File: src/verilog/responder_settings.svh
/* Frame limits, FIFO depths, transmit gap and register reset values
   for the GMII test responder */
`ifndef RESPONDER_SETTINGS_SVH
`define RESPONDER_SETTINGS_SVH

// Largest accepted payload, opcode byte included
`define FRAME_MAX_BYTES 64
// Room for two maximum frames
`define DATA_FIFO_DEPTH 128
`define STAT_FIFO_DEPTH 4
// Minimum idle cycles between transmitted frames
`define IFG_CYCLES 12
// Receive enabled, VCXO left running
`define CFG_RESET_VALUE 8'h01
`define LED_RESET_VALUE 8'h00
`define KEY_RESET_VALUE 8'h00

`endif

File: src/verilog/responder_pkg.sv
/* Shared types: data beat, frame status record,
   opcode and register address encodings */
package responder_pkg;

	// One byte of buffered reply plus end-of-frame marker
	typedef struct packed {
		logic       last;
		logic [7:0] data;
	} beat_t;

	// One record per received frame
	typedef struct packed {
		logic       drop;
		logic [6:0] count;
	} frame_status_t;

	// First payload byte selects the transform
	typedef enum logic [7:0] {
		OP_ECHO    = 8'h00,
		OP_INVERT  = 8'h01,
		OP_XOR_KEY = 8'h02
	} opcode_e;

	typedef enum logic [1:0] {
		REG_CONFIG = 2'd0,
		REG_LED    = 2'd1,
		REG_KEY    = 2'd2,
		REG_DROPS  = 2'd3
	} reg_addr_e;

endpackage

File: src/verilog/config_regs.sv
/* Four-phase req/ack register port with configuration,
   LED, XOR key and saturating drop counter */
`timescale 1ns/1ps
`include "responder_settings.svh"
module config_regs import responder_pkg::*; (
	input  logic       tx_clk,
	input  logic       reset,
	input  logic       cfg_req,
	input  logic       cfg_we,
	input  logic [1:0] cfg_addr,
	input  logic [7:0] cfg_wdata,
	input  logic       drop_pulse,
	output logic [7:0] cfg_rdata,
	output logic       cfg_ack,
	output logic       rx_enable,
	output logic       vcxo_en,
	output logic [7:0] leds,
	output logic [7:0] xor_key
);
	logic       req_q;
	logic       access;
	logic [7:0] cfg_q;
	logic [7:0] led_q;
	logic [7:0] key_q;
	logic [7:0] drops_q;

	// One access per request, ack held until req drops
	assign access = req_q && !cfg_ack;

	always_ff @(posedge tx_clk) begin
		if (reset) begin
			req_q <= 1'b0;
			cfg_ack <= 1'b0;
			cfg_q <= `CFG_RESET_VALUE;
			led_q <= `LED_RESET_VALUE;
			key_q <= `KEY_RESET_VALUE;
			drops_q <= '0;
		end else begin
			req_q <= cfg_req;
			if (access)
				cfg_ack <= 1'b1;
			else if (!req_q)
				cfg_ack <= 1'b0;
			if (access && cfg_we) begin
				case (cfg_addr)
					REG_CONFIG: cfg_q <= cfg_wdata;
					REG_LED: led_q <= cfg_wdata;
					REG_KEY: key_q <= cfg_wdata;
					default: ;  // drop count is read only
				endcase
			end
			if (drop_pulse && drops_q != 8'hff)
				drops_q <= drops_q + 1'b1;
		end
	end

	always_ff @(posedge tx_clk) begin
		if (access) begin
			case (cfg_addr)
				REG_CONFIG: cfg_rdata <= cfg_q;
				REG_LED: cfg_rdata <= led_q;
				REG_KEY: cfg_rdata <= key_q;
				default: cfg_rdata <= drops_q;
			endcase
		end
	end

	assign rx_enable = cfg_q[0];
	// Bit 1 turns the VCXO off
	assign vcxo_en = ~cfg_q[1];
	assign leds = led_q;
	assign xor_key = key_q;

endmodule

File: src/verilog/frame_decoder.sv
/* GMII receive front end: strips preamble and SFD,
   emits payload bytes as beats with first, last and error flags */
`timescale 1ns/1ps
module frame_decoder (
	input  logic       tx_clk,
	input  logic       reset,
	input  logic [7:0] rxd,
	input  logic       rx_dv,
	input  logic       rx_er,
	output logic       beat_valid,
	output logic [7:0] beat_data,
	output logic       beat_first,
	output logic       beat_last,
	output logic       beat_err
);
	typedef enum logic [1:0] {ST_IDLE, ST_PREAMBLE, ST_PAYLOAD} state_e;

	state_e     state;
	logic       hold_valid;
	logic       hold_first;
	logic [7:0] hold_data;
	logic       first_pend;
	logic       err_seen;

	always_ff @(posedge tx_clk) begin
		if (reset) begin
			state <= ST_IDLE;
			hold_valid <= 1'b0;
			hold_first <= 1'b0;
			first_pend <= 1'b0;
			err_seen <= 1'b0;
		end else begin
			// One byte of delay so the end of frame is known when it goes out
			hold_valid <= (state == ST_PAYLOAD) && rx_dv;
			hold_first <= (state == ST_PAYLOAD) && rx_dv && first_pend;
			case (state)
				ST_IDLE: begin
					if (rx_dv && rxd == 8'h55) begin
						state <= ST_PREAMBLE;
						err_seen <= rx_er;
					end
				end
				ST_PREAMBLE: begin
					if (!rx_dv) begin
						state <= ST_IDLE;
					end else begin
						err_seen <= err_seen | rx_er;
						if (rxd == 8'hd5) begin
							state <= ST_PAYLOAD;
							first_pend <= 1'b1;
						end else if (rxd != 8'h55) begin
							// Not a preamble after all
							state <= ST_IDLE;
						end
					end
				end
				ST_PAYLOAD: begin
					if (rx_dv) begin
						err_seen <= err_seen | rx_er;
						first_pend <= 1'b0;
					end else begin
						state <= ST_IDLE;
					end
				end
				default: state <= ST_IDLE;
			endcase
		end
	end

	// Payload byte, no reset needed
	always_ff @(posedge tx_clk) begin
		hold_data <= rxd;
	end

	assign beat_valid = hold_valid;
	assign beat_data = hold_data;
	assign beat_first = hold_first;
	// Held byte is the last one once rx_dv has dropped
	assign beat_last = hold_valid && !rx_dv;
	assign beat_err = hold_valid && err_seen;

endmodule

File: src/verilog/frame_encoder.sv
/* Result stage: preamble, SFD and buffered reply bytes onto GMII,
   dropped frames discarded, inter-frame gap held */
`timescale 1ns/1ps
`include "responder_settings.svh"
module frame_encoder import responder_pkg::*; (
	input  logic          tx_clk,
	input  logic          reset,
	input  beat_t         data_rd_data,
	input  logic          data_empty,
	input  frame_status_t stat_rd_data,
	input  logic          stat_empty,
	output logic          data_rd_en,
	output logic          stat_rd_en,
	output logic [7:0]    txd,
	output logic          tx_en,
	output logic          tx_er
);
	localparam int GAP_W = $clog2(`IFG_CYCLES);

	typedef enum logic [2:0] {ST_IDLE, ST_PREAMBLE, ST_DATA, ST_DISCARD, ST_GAP} state_e;

	state_e           state;
	logic [2:0]       pre_cnt;
	logic [GAP_W-1:0] gap_cnt;
	logic [6:0]       byte_left;

	// Status record picks send or discard
	assign stat_rd_en = (state == ST_IDLE) && !stat_empty;
	assign data_rd_en = ((state == ST_DATA) || (state == ST_DISCARD)) && !data_empty;
	assign tx_er = 1'b0;

	always_ff @(posedge tx_clk) begin
		if (reset) begin
			state <= ST_IDLE;
			tx_en <= 1'b0;
			pre_cnt <= '0;
			gap_cnt <= '0;
			byte_left <= '0;
		end else begin
			tx_en <= 1'b0;
			case (state)
				ST_IDLE: begin
					if (stat_rd_en) begin
						pre_cnt <= '0;
						// Reply length comes from the status record
						byte_left <= stat_rd_data.count;
						state <= stat_rd_data.drop ? ST_DISCARD : ST_PREAMBLE;
					end
				end
				ST_PREAMBLE: begin
					// Seven 0x55 then the SFD
					tx_en <= 1'b1;
					pre_cnt <= pre_cnt + 1'b1;
					if (pre_cnt == 3'd7)
						state <= ST_DATA;
				end
				ST_DATA: begin
					if (data_rd_en) begin
						tx_en <= 1'b1;
						byte_left <= byte_left - 1'b1;
						if (byte_left == 7'd1) begin
							state <= ST_GAP;
							gap_cnt <= GAP_W'(`IFG_CYCLES - 1);
						end
					end
				end
				ST_DISCARD: begin
					if (data_rd_en && data_rd_data.last)
						state <= ST_IDLE;
				end
				ST_GAP: begin
					if (gap_cnt == '0)
						state <= ST_IDLE;
					else
						gap_cnt <= gap_cnt - 1'b1;
				end
				default: state <= ST_IDLE;
			endcase
		end
	end

	always_ff @(posedge tx_clk) begin
		case (state)
			ST_PREAMBLE: txd <= (pre_cnt == 3'd7) ? 8'hd5 : 8'h55;
			ST_DATA: txd <= data_rd_data.data;
			default: txd <= 8'h00;
		endcase
	end

endmodule

File: src/verilog/gmii_test_responder.sv
/* GMII packet test responder top level: decoder, processor,
   data and status FIFOs, encoder and register block */
`timescale 1ns/1ps
`include "responder_settings.svh"
module gmii_test_responder import responder_pkg::*; (
	input  logic       tx_clk,
	input  logic       reset,
	input  logic [7:0] rxd,
	input  logic       rx_dv,
	input  logic       rx_er,
	output logic [7:0] txd,
	output logic       tx_en,
	output logic       tx_er,
	input  logic       cfg_req,
	input  logic       cfg_we,
	input  logic [1:0] cfg_addr,
	input  logic [7:0] cfg_wdata,
	output logic [7:0] cfg_rdata,
	output logic       cfg_ack,
	output logic [7:0] leds,
	output logic       vcxo_en
);
	localparam int DATA_FREE_W = $clog2(`DATA_FIFO_DEPTH + 1);
	localparam int STAT_FREE_W = $clog2(`STAT_FIFO_DEPTH + 1);

	// Decoder to processor
	logic       beat_valid;
	logic [7:0] beat_data;
	logic       beat_first;
	logic       beat_last;
	logic       beat_err;

	// FIFO write and read sides
	logic                   data_wr_en;
	beat_t                  data_wr_data;
	logic [DATA_FREE_W-1:0] data_free;
	logic                   data_rd_en;
	beat_t                  data_rd_data;
	logic                   data_empty;
	logic                   stat_wr_en;
	frame_status_t          stat_wr_data;
	logic [STAT_FREE_W-1:0] stat_free;
	logic                   stat_rd_en;
	frame_status_t          stat_rd_data;
	logic                   stat_empty;

	// Register block
	logic       rx_enable;
	logic [7:0] xor_key;
	logic       drop_pulse;

	frame_decoder decoder (
		.tx_clk(tx_clk), .reset(reset),
		.rxd(rxd), .rx_dv(rx_dv), .rx_er(rx_er),
		.beat_valid(beat_valid), .beat_data(beat_data), .beat_first(beat_first),
		.beat_last(beat_last), .beat_err(beat_err)
	);

	packet_processor processor (
		.tx_clk(tx_clk), .reset(reset),
		.beat_valid(beat_valid), .beat_data(beat_data), .beat_first(beat_first),
		.beat_last(beat_last), .beat_err(beat_err),
		.rx_enable(rx_enable), .xor_key(xor_key),
		.data_free(data_free), .stat_free(stat_free),
		.data_wr_en(data_wr_en), .data_wr_data(data_wr_data),
		.stat_wr_en(stat_wr_en), .stat_wr_data(stat_wr_data),
		.drop_pulse(drop_pulse)
	);

	sync_fifo #(.payload_t(beat_t), .DEPTH(`DATA_FIFO_DEPTH)) data_fifo (
		.tx_clk(tx_clk), .reset(reset),
		.wr_en(data_wr_en), .wr_data(data_wr_data), .rd_en(data_rd_en),
		.rd_data(data_rd_data), .empty(data_empty), .free_count(data_free)
	);

	// One record per frame
	sync_fifo #(.payload_t(frame_status_t), .DEPTH(`STAT_FIFO_DEPTH)) stat_fifo (
		.tx_clk(tx_clk), .reset(reset),
		.wr_en(stat_wr_en), .wr_data(stat_wr_data), .rd_en(stat_rd_en),
		.rd_data(stat_rd_data), .empty(stat_empty), .free_count(stat_free)
	);

	frame_encoder encoder (
		.tx_clk(tx_clk), .reset(reset),
		.data_rd_data(data_rd_data), .data_empty(data_empty),
		.stat_rd_data(stat_rd_data), .stat_empty(stat_empty),
		.data_rd_en(data_rd_en), .stat_rd_en(stat_rd_en),
		.txd(txd), .tx_en(tx_en), .tx_er(tx_er)
	);

	config_regs regs (
		.tx_clk(tx_clk), .reset(reset),
		.cfg_req(cfg_req), .cfg_we(cfg_we), .cfg_addr(cfg_addr), .cfg_wdata(cfg_wdata),
		.drop_pulse(drop_pulse),
		.cfg_rdata(cfg_rdata), .cfg_ack(cfg_ack),
		.rx_enable(rx_enable), .vcxo_en(vcxo_en), .leds(leds), .xor_key(xor_key)
	);

endmodule

File: src/verilog/packet_processor.sv
/* Execute stage: opcode transform, drop decision,
   data and status FIFO writes */
`timescale 1ns/1ps
`include "responder_settings.svh"
module packet_processor import responder_pkg::*; (
	input  logic                                 tx_clk,
	input  logic                                 reset,
	input  logic                                 beat_valid,
	input  logic [7:0]                           beat_data,
	input  logic                                 beat_first,
	input  logic                                 beat_last,
	input  logic                                 beat_err,
	input  logic                                 rx_enable,
	input  logic [7:0]                           xor_key,
	input  logic [$clog2(`DATA_FIFO_DEPTH+1)-1:0] data_free,
	input  logic [$clog2(`STAT_FIFO_DEPTH+1)-1:0] stat_free,
	output logic                                 data_wr_en,
	output beat_t                                data_wr_data,
	output logic                                 stat_wr_en,
	output frame_status_t                        stat_wr_data,
	output logic                                 drop_pulse
);
	localparam int MAX_BYTES = `FRAME_MAX_BYTES;

	logic       early_q;
	logic       bad_q;
	logic [7:0] op_q;
	logic [6:0] cnt_q;
	logic       early_now;
	logic       cur_early;
	logic       cur_bad;
	logic       unknown_op;
	logic [7:0] cur_op;
	logic [7:0] xform;
	logic [6:0] next_cnt;

	always_comb begin
		// Reserve a whole maximum frame, one extra for the trailing last beat
		early_now = !rx_enable || (data_free < MAX_BYTES + 1) || (stat_free == '0);
		cur_early = beat_first ? early_now : early_q;
		cur_op = beat_first ? beat_data : op_q;
		if (beat_first)
			next_cnt = 7'd1;
		else if (cnt_q > 7'(MAX_BYTES))
			next_cnt = cnt_q;  // stop just past the limit
		else
			next_cnt = cnt_q + 7'd1;
		unknown_op = 1'b0;
		xform = beat_data;
		case (cur_op)
			OP_ECHO: xform = beat_data;
			OP_INVERT: xform = ~beat_data;
			OP_XOR_KEY: xform = beat_data ^ xor_key;
			default: unknown_op = 1'b1;
		endcase
		// Opcode byte goes back unchanged
		if (beat_first)
			xform = beat_data;
		cur_bad = (!beat_first && bad_q) || beat_err || unknown_op ||
			(next_cnt > 7'(MAX_BYTES));
	end

	always_ff @(posedge tx_clk) begin
		if (reset) begin
			data_wr_en <= 1'b0;
			stat_wr_en <= 1'b0;
			drop_pulse <= 1'b0;
			early_q <= 1'b1;
			bad_q <= 1'b0;
			cnt_q <= '0;
		end else begin
			// Oversize bytes beyond the limit are skipped, the last beat still lands
			data_wr_en <= beat_valid && !cur_early &&
				((next_cnt <= 7'(MAX_BYTES)) || beat_last);
			stat_wr_en <= beat_valid && beat_last && !cur_early;
			drop_pulse <= beat_valid && beat_last && (cur_early || cur_bad);
			if (beat_valid) begin
				early_q <= cur_early;
				bad_q <= cur_bad;
				cnt_q <= next_cnt;
			end
		end
	end

	always_ff @(posedge tx_clk) begin
		if (beat_valid && beat_first)
			op_q <= beat_data;
		data_wr_data <= '{last: beat_last, data: xform};
		stat_wr_data <= '{drop: cur_bad, count: next_cnt};
	end

endmodule

File: src/verilog/sync_fifo.sv
/* Single-clock FIFO with show-ahead read,
   type-parameterized payload and free-space count */
`timescale 1ns/1ps
module sync_fifo #(
	parameter type payload_t = logic [7:0],
	parameter int  DEPTH     = 16
) (
	input  logic                         tx_clk,
	input  logic                         reset,
	input  logic                         wr_en,
	input  payload_t                     wr_data,
	input  logic                         rd_en,
	output payload_t                     rd_data,
	output logic                         empty,
	output logic [$clog2(DEPTH+1)-1:0]   free_count
);
	localparam int AW = (DEPTH > 1) ? $clog2(DEPTH) : 1;
	localparam int CW = $clog2(DEPTH + 1);

	payload_t      mem [DEPTH];
	logic [AW-1:0] wr_ptr;
	logic [AW-1:0] rd_ptr;
	logic [CW-1:0] used;
	logic          do_wr;
	logic          do_rd;

	// Writes into a full FIFO and reads from an empty one are ignored
	assign do_wr = wr_en && (used != CW'(DEPTH));
	assign do_rd = rd_en && !empty;
	assign empty = (used == '0);
	assign free_count = CW'(DEPTH) - used;
	assign rd_data = mem[rd_ptr];

	always_ff @(posedge tx_clk) begin
		if (reset) begin
			wr_ptr <= '0;
			rd_ptr <= '0;
			used <= '0;
		end else begin
			if (do_wr)
				wr_ptr <= (wr_ptr == AW'(DEPTH - 1)) ? '0 : wr_ptr + 1'b1;
			if (do_rd)
				rd_ptr <= (rd_ptr == AW'(DEPTH - 1)) ? '0 : rd_ptr + 1'b1;
			case ({do_wr, do_rd})
				2'b10: used <= used + 1'b1;
				2'b01: used <= used - 1'b1;
				default: used <= used;
			endcase
		end
	end

	always_ff @(posedge tx_clk) begin
		if (do_wr)
			mem[wr_ptr] <= wr_data;
	end

endmodule
File: config.mk
export PLATFORM = sky130hd
export DESIGN_NAME = gmii_test_responder
export DESIGN_NICKNAME = d
export VERILOG_FILES = /design/src/verilog/responder_pkg.sv /design/src/verilog/config_regs.sv /design/src/verilog/frame_decoder.sv /design/src/verilog/frame_encoder.sv /design/src/verilog/gmii_test_responder.sv /design/src/verilog/packet_processor.sv /design/src/verilog/sync_fifo.sv
export VERILOG_INCLUDE_DIRS = /design/src /design/src/verilog
export SDC_FILE = /design/constraint.sdc
export NUM_CORES = 1
export LEC_CHECK = 0
export BUFFER_PORTS_ARGS = -buffer_cell sky130_fd_sc_hd__buf_2
export CAP_MARGIN = 20
export CORE_UTILIZATION = 68
export CTS_CLUSTER_DIAMETER = 60
export DETAILED_ROUTE_END_ITERATION = 12
export PLACE_DENSITY = 0.85
export SYNTH_ARGS = -nofsm -noshare
export SYNTH_HDL_FRONTEND = slang
export SYNTH_HIERARCHICAL = 1
export SYNTH_SLANG_ARGS = --single-unit
File: constraint.sdc
create_clock -name tx_clk -period 10.35 [get_ports tx_clk]
set_clock_uncertainty 0.15 [all_clocks]
set_input_delay 2.07 -clock tx_clk [delete_from_list [all_inputs] [get_ports tx_clk]]
set_output_delay 2.07 -clock tx_clk [all_outputs]
set_load 0.005 [all_outputs]
==> results of run 1 <==
==> routing by layer <==
metal,GRT usage [%],vias to the layer above
li1,-,11890
met3,6.260,388
met5,0,-
met2,51.92,2219
met4,14.36,2
met1,43.68,14710
==> kinds of logic after synthesis <==
family	share of synthesized area, %
xor+xnor	0.6282
simple gates	4.976
compound gates	5.385
buf+inv	2.100
mux	12.88
flops	73.35
fa+ha+maj	0.6755
other cells	0.007079
==> stage by stage <==
stage / cells / power [W] / worst slack (ps)
floorplan: 2944 / 0.006061 / 6440
global placement: 3887 / 0.006101 / 6068
detailed placement: 3887 / 0.006111 / 5803
CTS: 4124 / 0.01058 / 5566
global route: 4126 / 0.01078 / 5133
finish: 4126 / 0.01057 / 5386
==> worst max-delay path by stage <==
stage | cells after the start | end | slack [ps] | startpoint
6_report | 17 | data_fifo/used[4]$_SDFFE_PP0P_ | 5390 | data_fifo/used[0]$_SDFFE_PP0P_
5_1_grt | 17 | data_fifo/used[4]$_SDFFE_PP0P_ | 5130 | data_fifo/used[0]$_SDFFE_PP0P_
2_1_floorplan | 19 | data_fifo/used[4]$_SDFFE_PP0P_ | 6440 | data_fifo/used[0]$_SDFFE_PP0P_
4_1_cts | 17 | data_fifo/used[4]$_SDFFE_PP0P_ | 5570 | data_fifo/used[0]$_SDFFE_PP0P_
3_5_place_dp | 17 | data_fifo/used[4]$_SDFFE_PP0P_ | 5800 | data_fifo/used[0]$_SDFFE_PP0P_
3_3_place_gp | 10 | encoder/state[1]$_SDFFE_PP0P_ | 6070 | register
==> worst max-delay path, cell delays in order (launching register included) <==
cell and delay (ps):
dfxtp_1 440, inv_1 150, ha_1 230, nor3b_2 440, nand2_1 230, nor2_1 540, nor3_1 120, o21ai_2 140
inv_1 220, ha_1 410, xor2_1 280, ha_1 250, a21oi_1 100, o41ai_1 430, a21oi_1 120, xnor2_1 180
or3_1 310, a21oi_1 150
==> sequential cells by signal, indices dropped and copies added, names as in the netlist, 2 cells and up, named ones only <==
name,cells
processor/cnt_q,7
encoder/txd,8
regs/cfg_q,8
encoder/byte_left,7
processor/op_q,8
stat_fifo/used,3
regs/leds,8
encoder/pre_cnt,3
processor/data_wr_data,9
stat_fifo/wr_ptr,2
processor/stat_wr_data,8
regs/drops_q,8
decoder/beat_data,8
decoder/state,2
data_fifo/mem,1152
regs/cfg_rdata,8
data_fifo/rd_ptr,7
encoder/state,3
data_fifo/wr_ptr,7
encoder/gap_cnt,4
stat_fifo/mem,32
regs/xor_key,8
data_fifo/used,8
stat_fifo/rd_ptr,2
==> cells in the mapped netlist, types with 31 or more instances <==
cell type,count
nand3_1,46
mux4_2,223
mux2i_1,175
a21oi_1,65
a211oi_1,81
a22oi_1,72
dfxtp_1,141
clkbuf_1,44
nand2_1,120
nor2_1,203
edfxtp_1,1200
inv_1,31
buf_2,62
o22ai_1,74
o21ai_0,45
==> power by group <==
part	switching (W)	total (W)	internal [W]
Clock	0.00196	0.00457	0.00260
Sequential	0.0000349	0.00592	0.00588
Combinational	0.0000681	0.0000844	0.0000163
Total	0.00206	0.0106	0.00850
==> cell type report <==
cell class,instances,area [um2],share of cell area [%]
repair buffers,82,535.5,0.9243
multi-input cells,1404,13030,22.49
well taps,1030,1289,2.224
inverters,32,120.1,0.2073
flip-flops and latches,1341,38900,67.14
clock buffers,183,3674,6.341
clock inverters,54,391.6,0.6760
==> metrics.txt, run 1 <==
Die H 281.1 um; Max IR drop VDD 0.1398 mV; hold_sp decoder/first_pend$_SDFFE_PP0P_; Synth Instances 2944; metal2 WL a little over 60 mm; placed cell areas 53840 um2; largest area contributor in the netlist edfxtp_1; CP Launch Type register; TritonCTS clock tree built; maximum clock rate 201.4 MHz; Final Core Density approximately three quarters; Post-CTS Setup Repair Bufs 0; CORE AREA between 70000 and 80000 um2; met1 WL 44.39 mm; R2R Path End data_fifo/used[4]$_SDFFE_PP0P_; pin count of the biggest net entering global routing 138; proportion of layout cells with a drive suffix above 1 17.57%; CP max FO 13; first drt pass iteration count 8; Std-Cell Rows 101; Yosys top cell area share 68.02%; WHS about 310 ps; routed len/inst 30.34 um; crit share post-route 47.96%; Tmin final 4964 ps; total grt overflow 0; critical path arrival ~5500 ps; register bit total from synthesis around 1300; Worst R2R Start data_fifo/used[0]$_SDFFE_PP0P_; WHS Endpoint decoder/first_pend$_SDFFE_PP0P_; count of different cell masters after synthesis just under 100; Fin. Hold Viols 0; Post-CTS Resized 0; worst hold path class reg2reg; Total GRT Usage between 30% and 40%; Die Width about 280 um; RSZ-0062 raised after global routing no; Iteration-0 DRC Markers roughly 4300; required time of the critical path about 11000 ps; Cell Area, Synth roughly 53000 um2; first-pass GRT wire length around 190 mm; Yosys Warn Count 6; full die area 79030 um2; # hold bufs at CTS 0; max layer used met5; Antenna Cells 0; slew margin rel. between 20% and 30%; ys async rst share 0%; final setup fails 0; WL met3 around 14 mm; Worst-path clk slew 60 ps; root buf cell clkbuf_16; R2R depth 17; top_reg_cell synth edfxtp_1; WS Path Type reg2reg; area delta synth->final 9.362%; Hold Path Stages 2; I/O pins 52; CTS H-tree lvls 4; synthesized area per cell 17.99 um2; largest cells by area after synthesis edfxtp_1, mux4_2, dfxtp_1, mux2i_1, nor2_1; FF-to-FF setup slack 5390 ps; Sum Neg Setup Slack 0 ps; # DRC 0; Worst-Margin Slew about 1100 ps; cell area after layout 57940 um2; clock latency at the later pin of the worst-skew pair 720 ps; Vias 29210; vias in the first global route 29450; Final nets 3044; sequential cell area fraction in the yosys report 73.35%; initial antenna violation count 3; commonest non-fill, non-tap cells in the layout edfxtp_1, mux4_2, nor2_1; GPL Wtd Cong just over 0.9; fillers between 3000 and 4000; Post-synth EDFFs 1200; CTS buffer count 131; commonest non-fill, non-tap cell in the layout edfxtp_1; Slew Viols, Final 0; Sink Count 1341; P per Cell Area 182.4 nW/um2; Worst setup EP type register; via/cell ratio approximately 7.1; outcome finished clean; Detail Route Antenna Nets 0; initial core utilization 69.29%; Max-Cap Viols 0; leakage power 18.12 nW; syn nets between 2000 and 3000; dpl hpwl just under 70 mm; IO buf count 50; total wire length about 130 mm; Clock Path Buffers 3
Note: power is estimated with default switching activity, not from simulation.
==> inputs of run 2 (changes only) <==
- CORE_UTILIZATION: 68 -> 57
- PLACE_DENSITY: 0.85 -> 0.76
- clock period: 10.35 -> 4.15 ns (I/O delays scaled with it)
==> metrics.txt, run 2 (synthesized netlist as in run 1, its figures left out) <==
Tmin final 3922 ps; CTS buffer count 133; Biggest register data_fifo/mem; first-pass GRT wire length 180.7 mm; root buf cell clkbuf_16; total wire length 120.1 mm; Slew Viols, Final 0; maximum clock rate 255.0 MHz; Max-Cap Viols 0; routed len/inst roughly 27 um; TritonCTS clock tree built; total grt overflow 0; R2R depth 17; CORE AREA 91800 um2; Worst setup EP type register; CTS H-tree lvls 4; max FFs per register 1152; Iteration-0 DRC Markers around 3200; Final nets 3183; Die H 306.9 um; Vias 28540; Sink Count 1341; proportion of layout cells with a drive suffix above 1 21.52%; # hold bufs at CTS 0; leakage power between 15 and 20 nW; GPL Wtd Cong 0.8624; outcome finished clean; # DRC 0; critical path arrival 4420 ps; Worst-path clk slew 60 ps; Max IR drop VDD 0.4754 mV; Detail Route Antenna Nets 0; Final Core Density 65.00%; Std-Cell Rows between 100 and 150; RSZ-0062 raised after global routing no; final setup fails 0; CP Launch Type register; dpl hpwl 73.03 mm; Die Width 306.9 um; placed instance count around 4200; initial core utilization approximately 58%; first drt pass iteration count 6; initial antenna violation count 3; P per Cell Area 452.7 nW/um2; crit share post-route between 90% and 100%; vias in the first global route 28780; commonest non-fill, non-tap cell in the layout edfxtp_1; pin count of the biggest net entering global routing just under 100; commonest non-fill, non-tap cells in the layout edfxtp_1, mux4_2, nor2_1; WS Path Type reg2reg; Fin. Hold Viols 0; worst hold path class in2reg; I/O pins 52; IO buf count 50; Largest regs data_fifo/mem (1152), stat_fifo/mem (32), processor/data_wr_data (9); slew margin rel. a little under a quarter; full die area 94160 um2; Tot Pwr 0.02702 W; CP max FO 10; Post-CTS Resized 0; Sum Neg Setup Slack 0 ps; Total GRT Usage 25.85%; Non-Filler Instances 4482; Hold Path Stages 1; required time of the critical path around 4700 ps; Worst-Margin Slew 1162 ps; clock latency at the later pin of the worst-skew pair approximately 750 ps; area delta synth->final 12.64%; Antenna Cells 0; Clock Path Buffers 3; Post-CTS Setup Repair Bufs 0; via/cell ratio 6.367
-- run 2: metrics by stage --
step           worst slack [ps]  hold slack (ps)  area [um2]
2_1_floorplan             239.8            284.8       52980
3_3_place_gp              416.3            298.5       55230
3_5_place_dp              355.1            316.5       55230
4_1_cts                   312.4            50.34       59630
5_1_grt                   11.31            61.97       59670
6_report                  228.4            88.31       59670
-- run 2: power breakdown --
part | switching [W] | internal (W) | leakage, nW | total (W)
Clock | 0.00507 | 0.00698 | 2.13 | 0.0121
Sequential | 0.000103 | 0.0147 | 12.3 | 0.0148
Combinational | 0.000148 | 0.0000451 | 4.65 | 0.000193
-- run 2: critical path, cell delays in order (launching register included) --
cell	delay (ps)
dfxtp_1	420
inv_1	120
ha_1	190
nor3b_2	360
nand2_1	140
nor2_1	150
nor3_1	70
o21ai_2	120
inv_1	170
ha_1	250
xor2_1	160
ha_1	210
a21oi_1	330
o21ai_0	220
a21oi_1	220
xnor2_1	100
or3_1	310
a21oi_1	140
-- run 2: worst paths after layout --
kind | end | slack, ps | start
worst max register to register | data_fifo/used[4]$_SDFFE_PP0P_ | 230 | data_fifo/used[0]$_SDFFE_PP0P_
worst min-delay path | decoder/beat_data[3]$_DFF_P_ | 90 | rxd[3]
worst min register to register | decoder/first_pend$_SDFFE_PP0P_ | 320 | decoder/first_pend$_SDFFE_PP0P_
worst max-delay path | data_fifo/used[4]$_SDFFE_PP0P_ | 230 | data_fifo/used[0]$_SDFFE_PP0P_
-- run 2: cell type report --
| class | count | area, um2 |
|---|---|---|
| well taps | 1243 | 1555 |
| inverters | 32 | 120.1 |
| repair buffers | 219 | 1664 |
| clock inverters | 70 | 822.0 |
| clock buffers | 173 | 3583 |
| multi-input cells | 1404 | 13030 |
| fillers | 5919 | 32130 |
| flip-flops and latches | 1341 | 38900 |
-- run 2: layer usage --
metal | GRT usage, % | up-vias | share of wire [%]
li1 | - | 12160 | -
met2 | 42.28 | 1466 | 50
met3 | 4.597 | 251 | 8.8
met1 | 35.41 | 14660 | 39
met5 | 0 | - | 0.016
met4 | 8.826 | 2 | 3.0
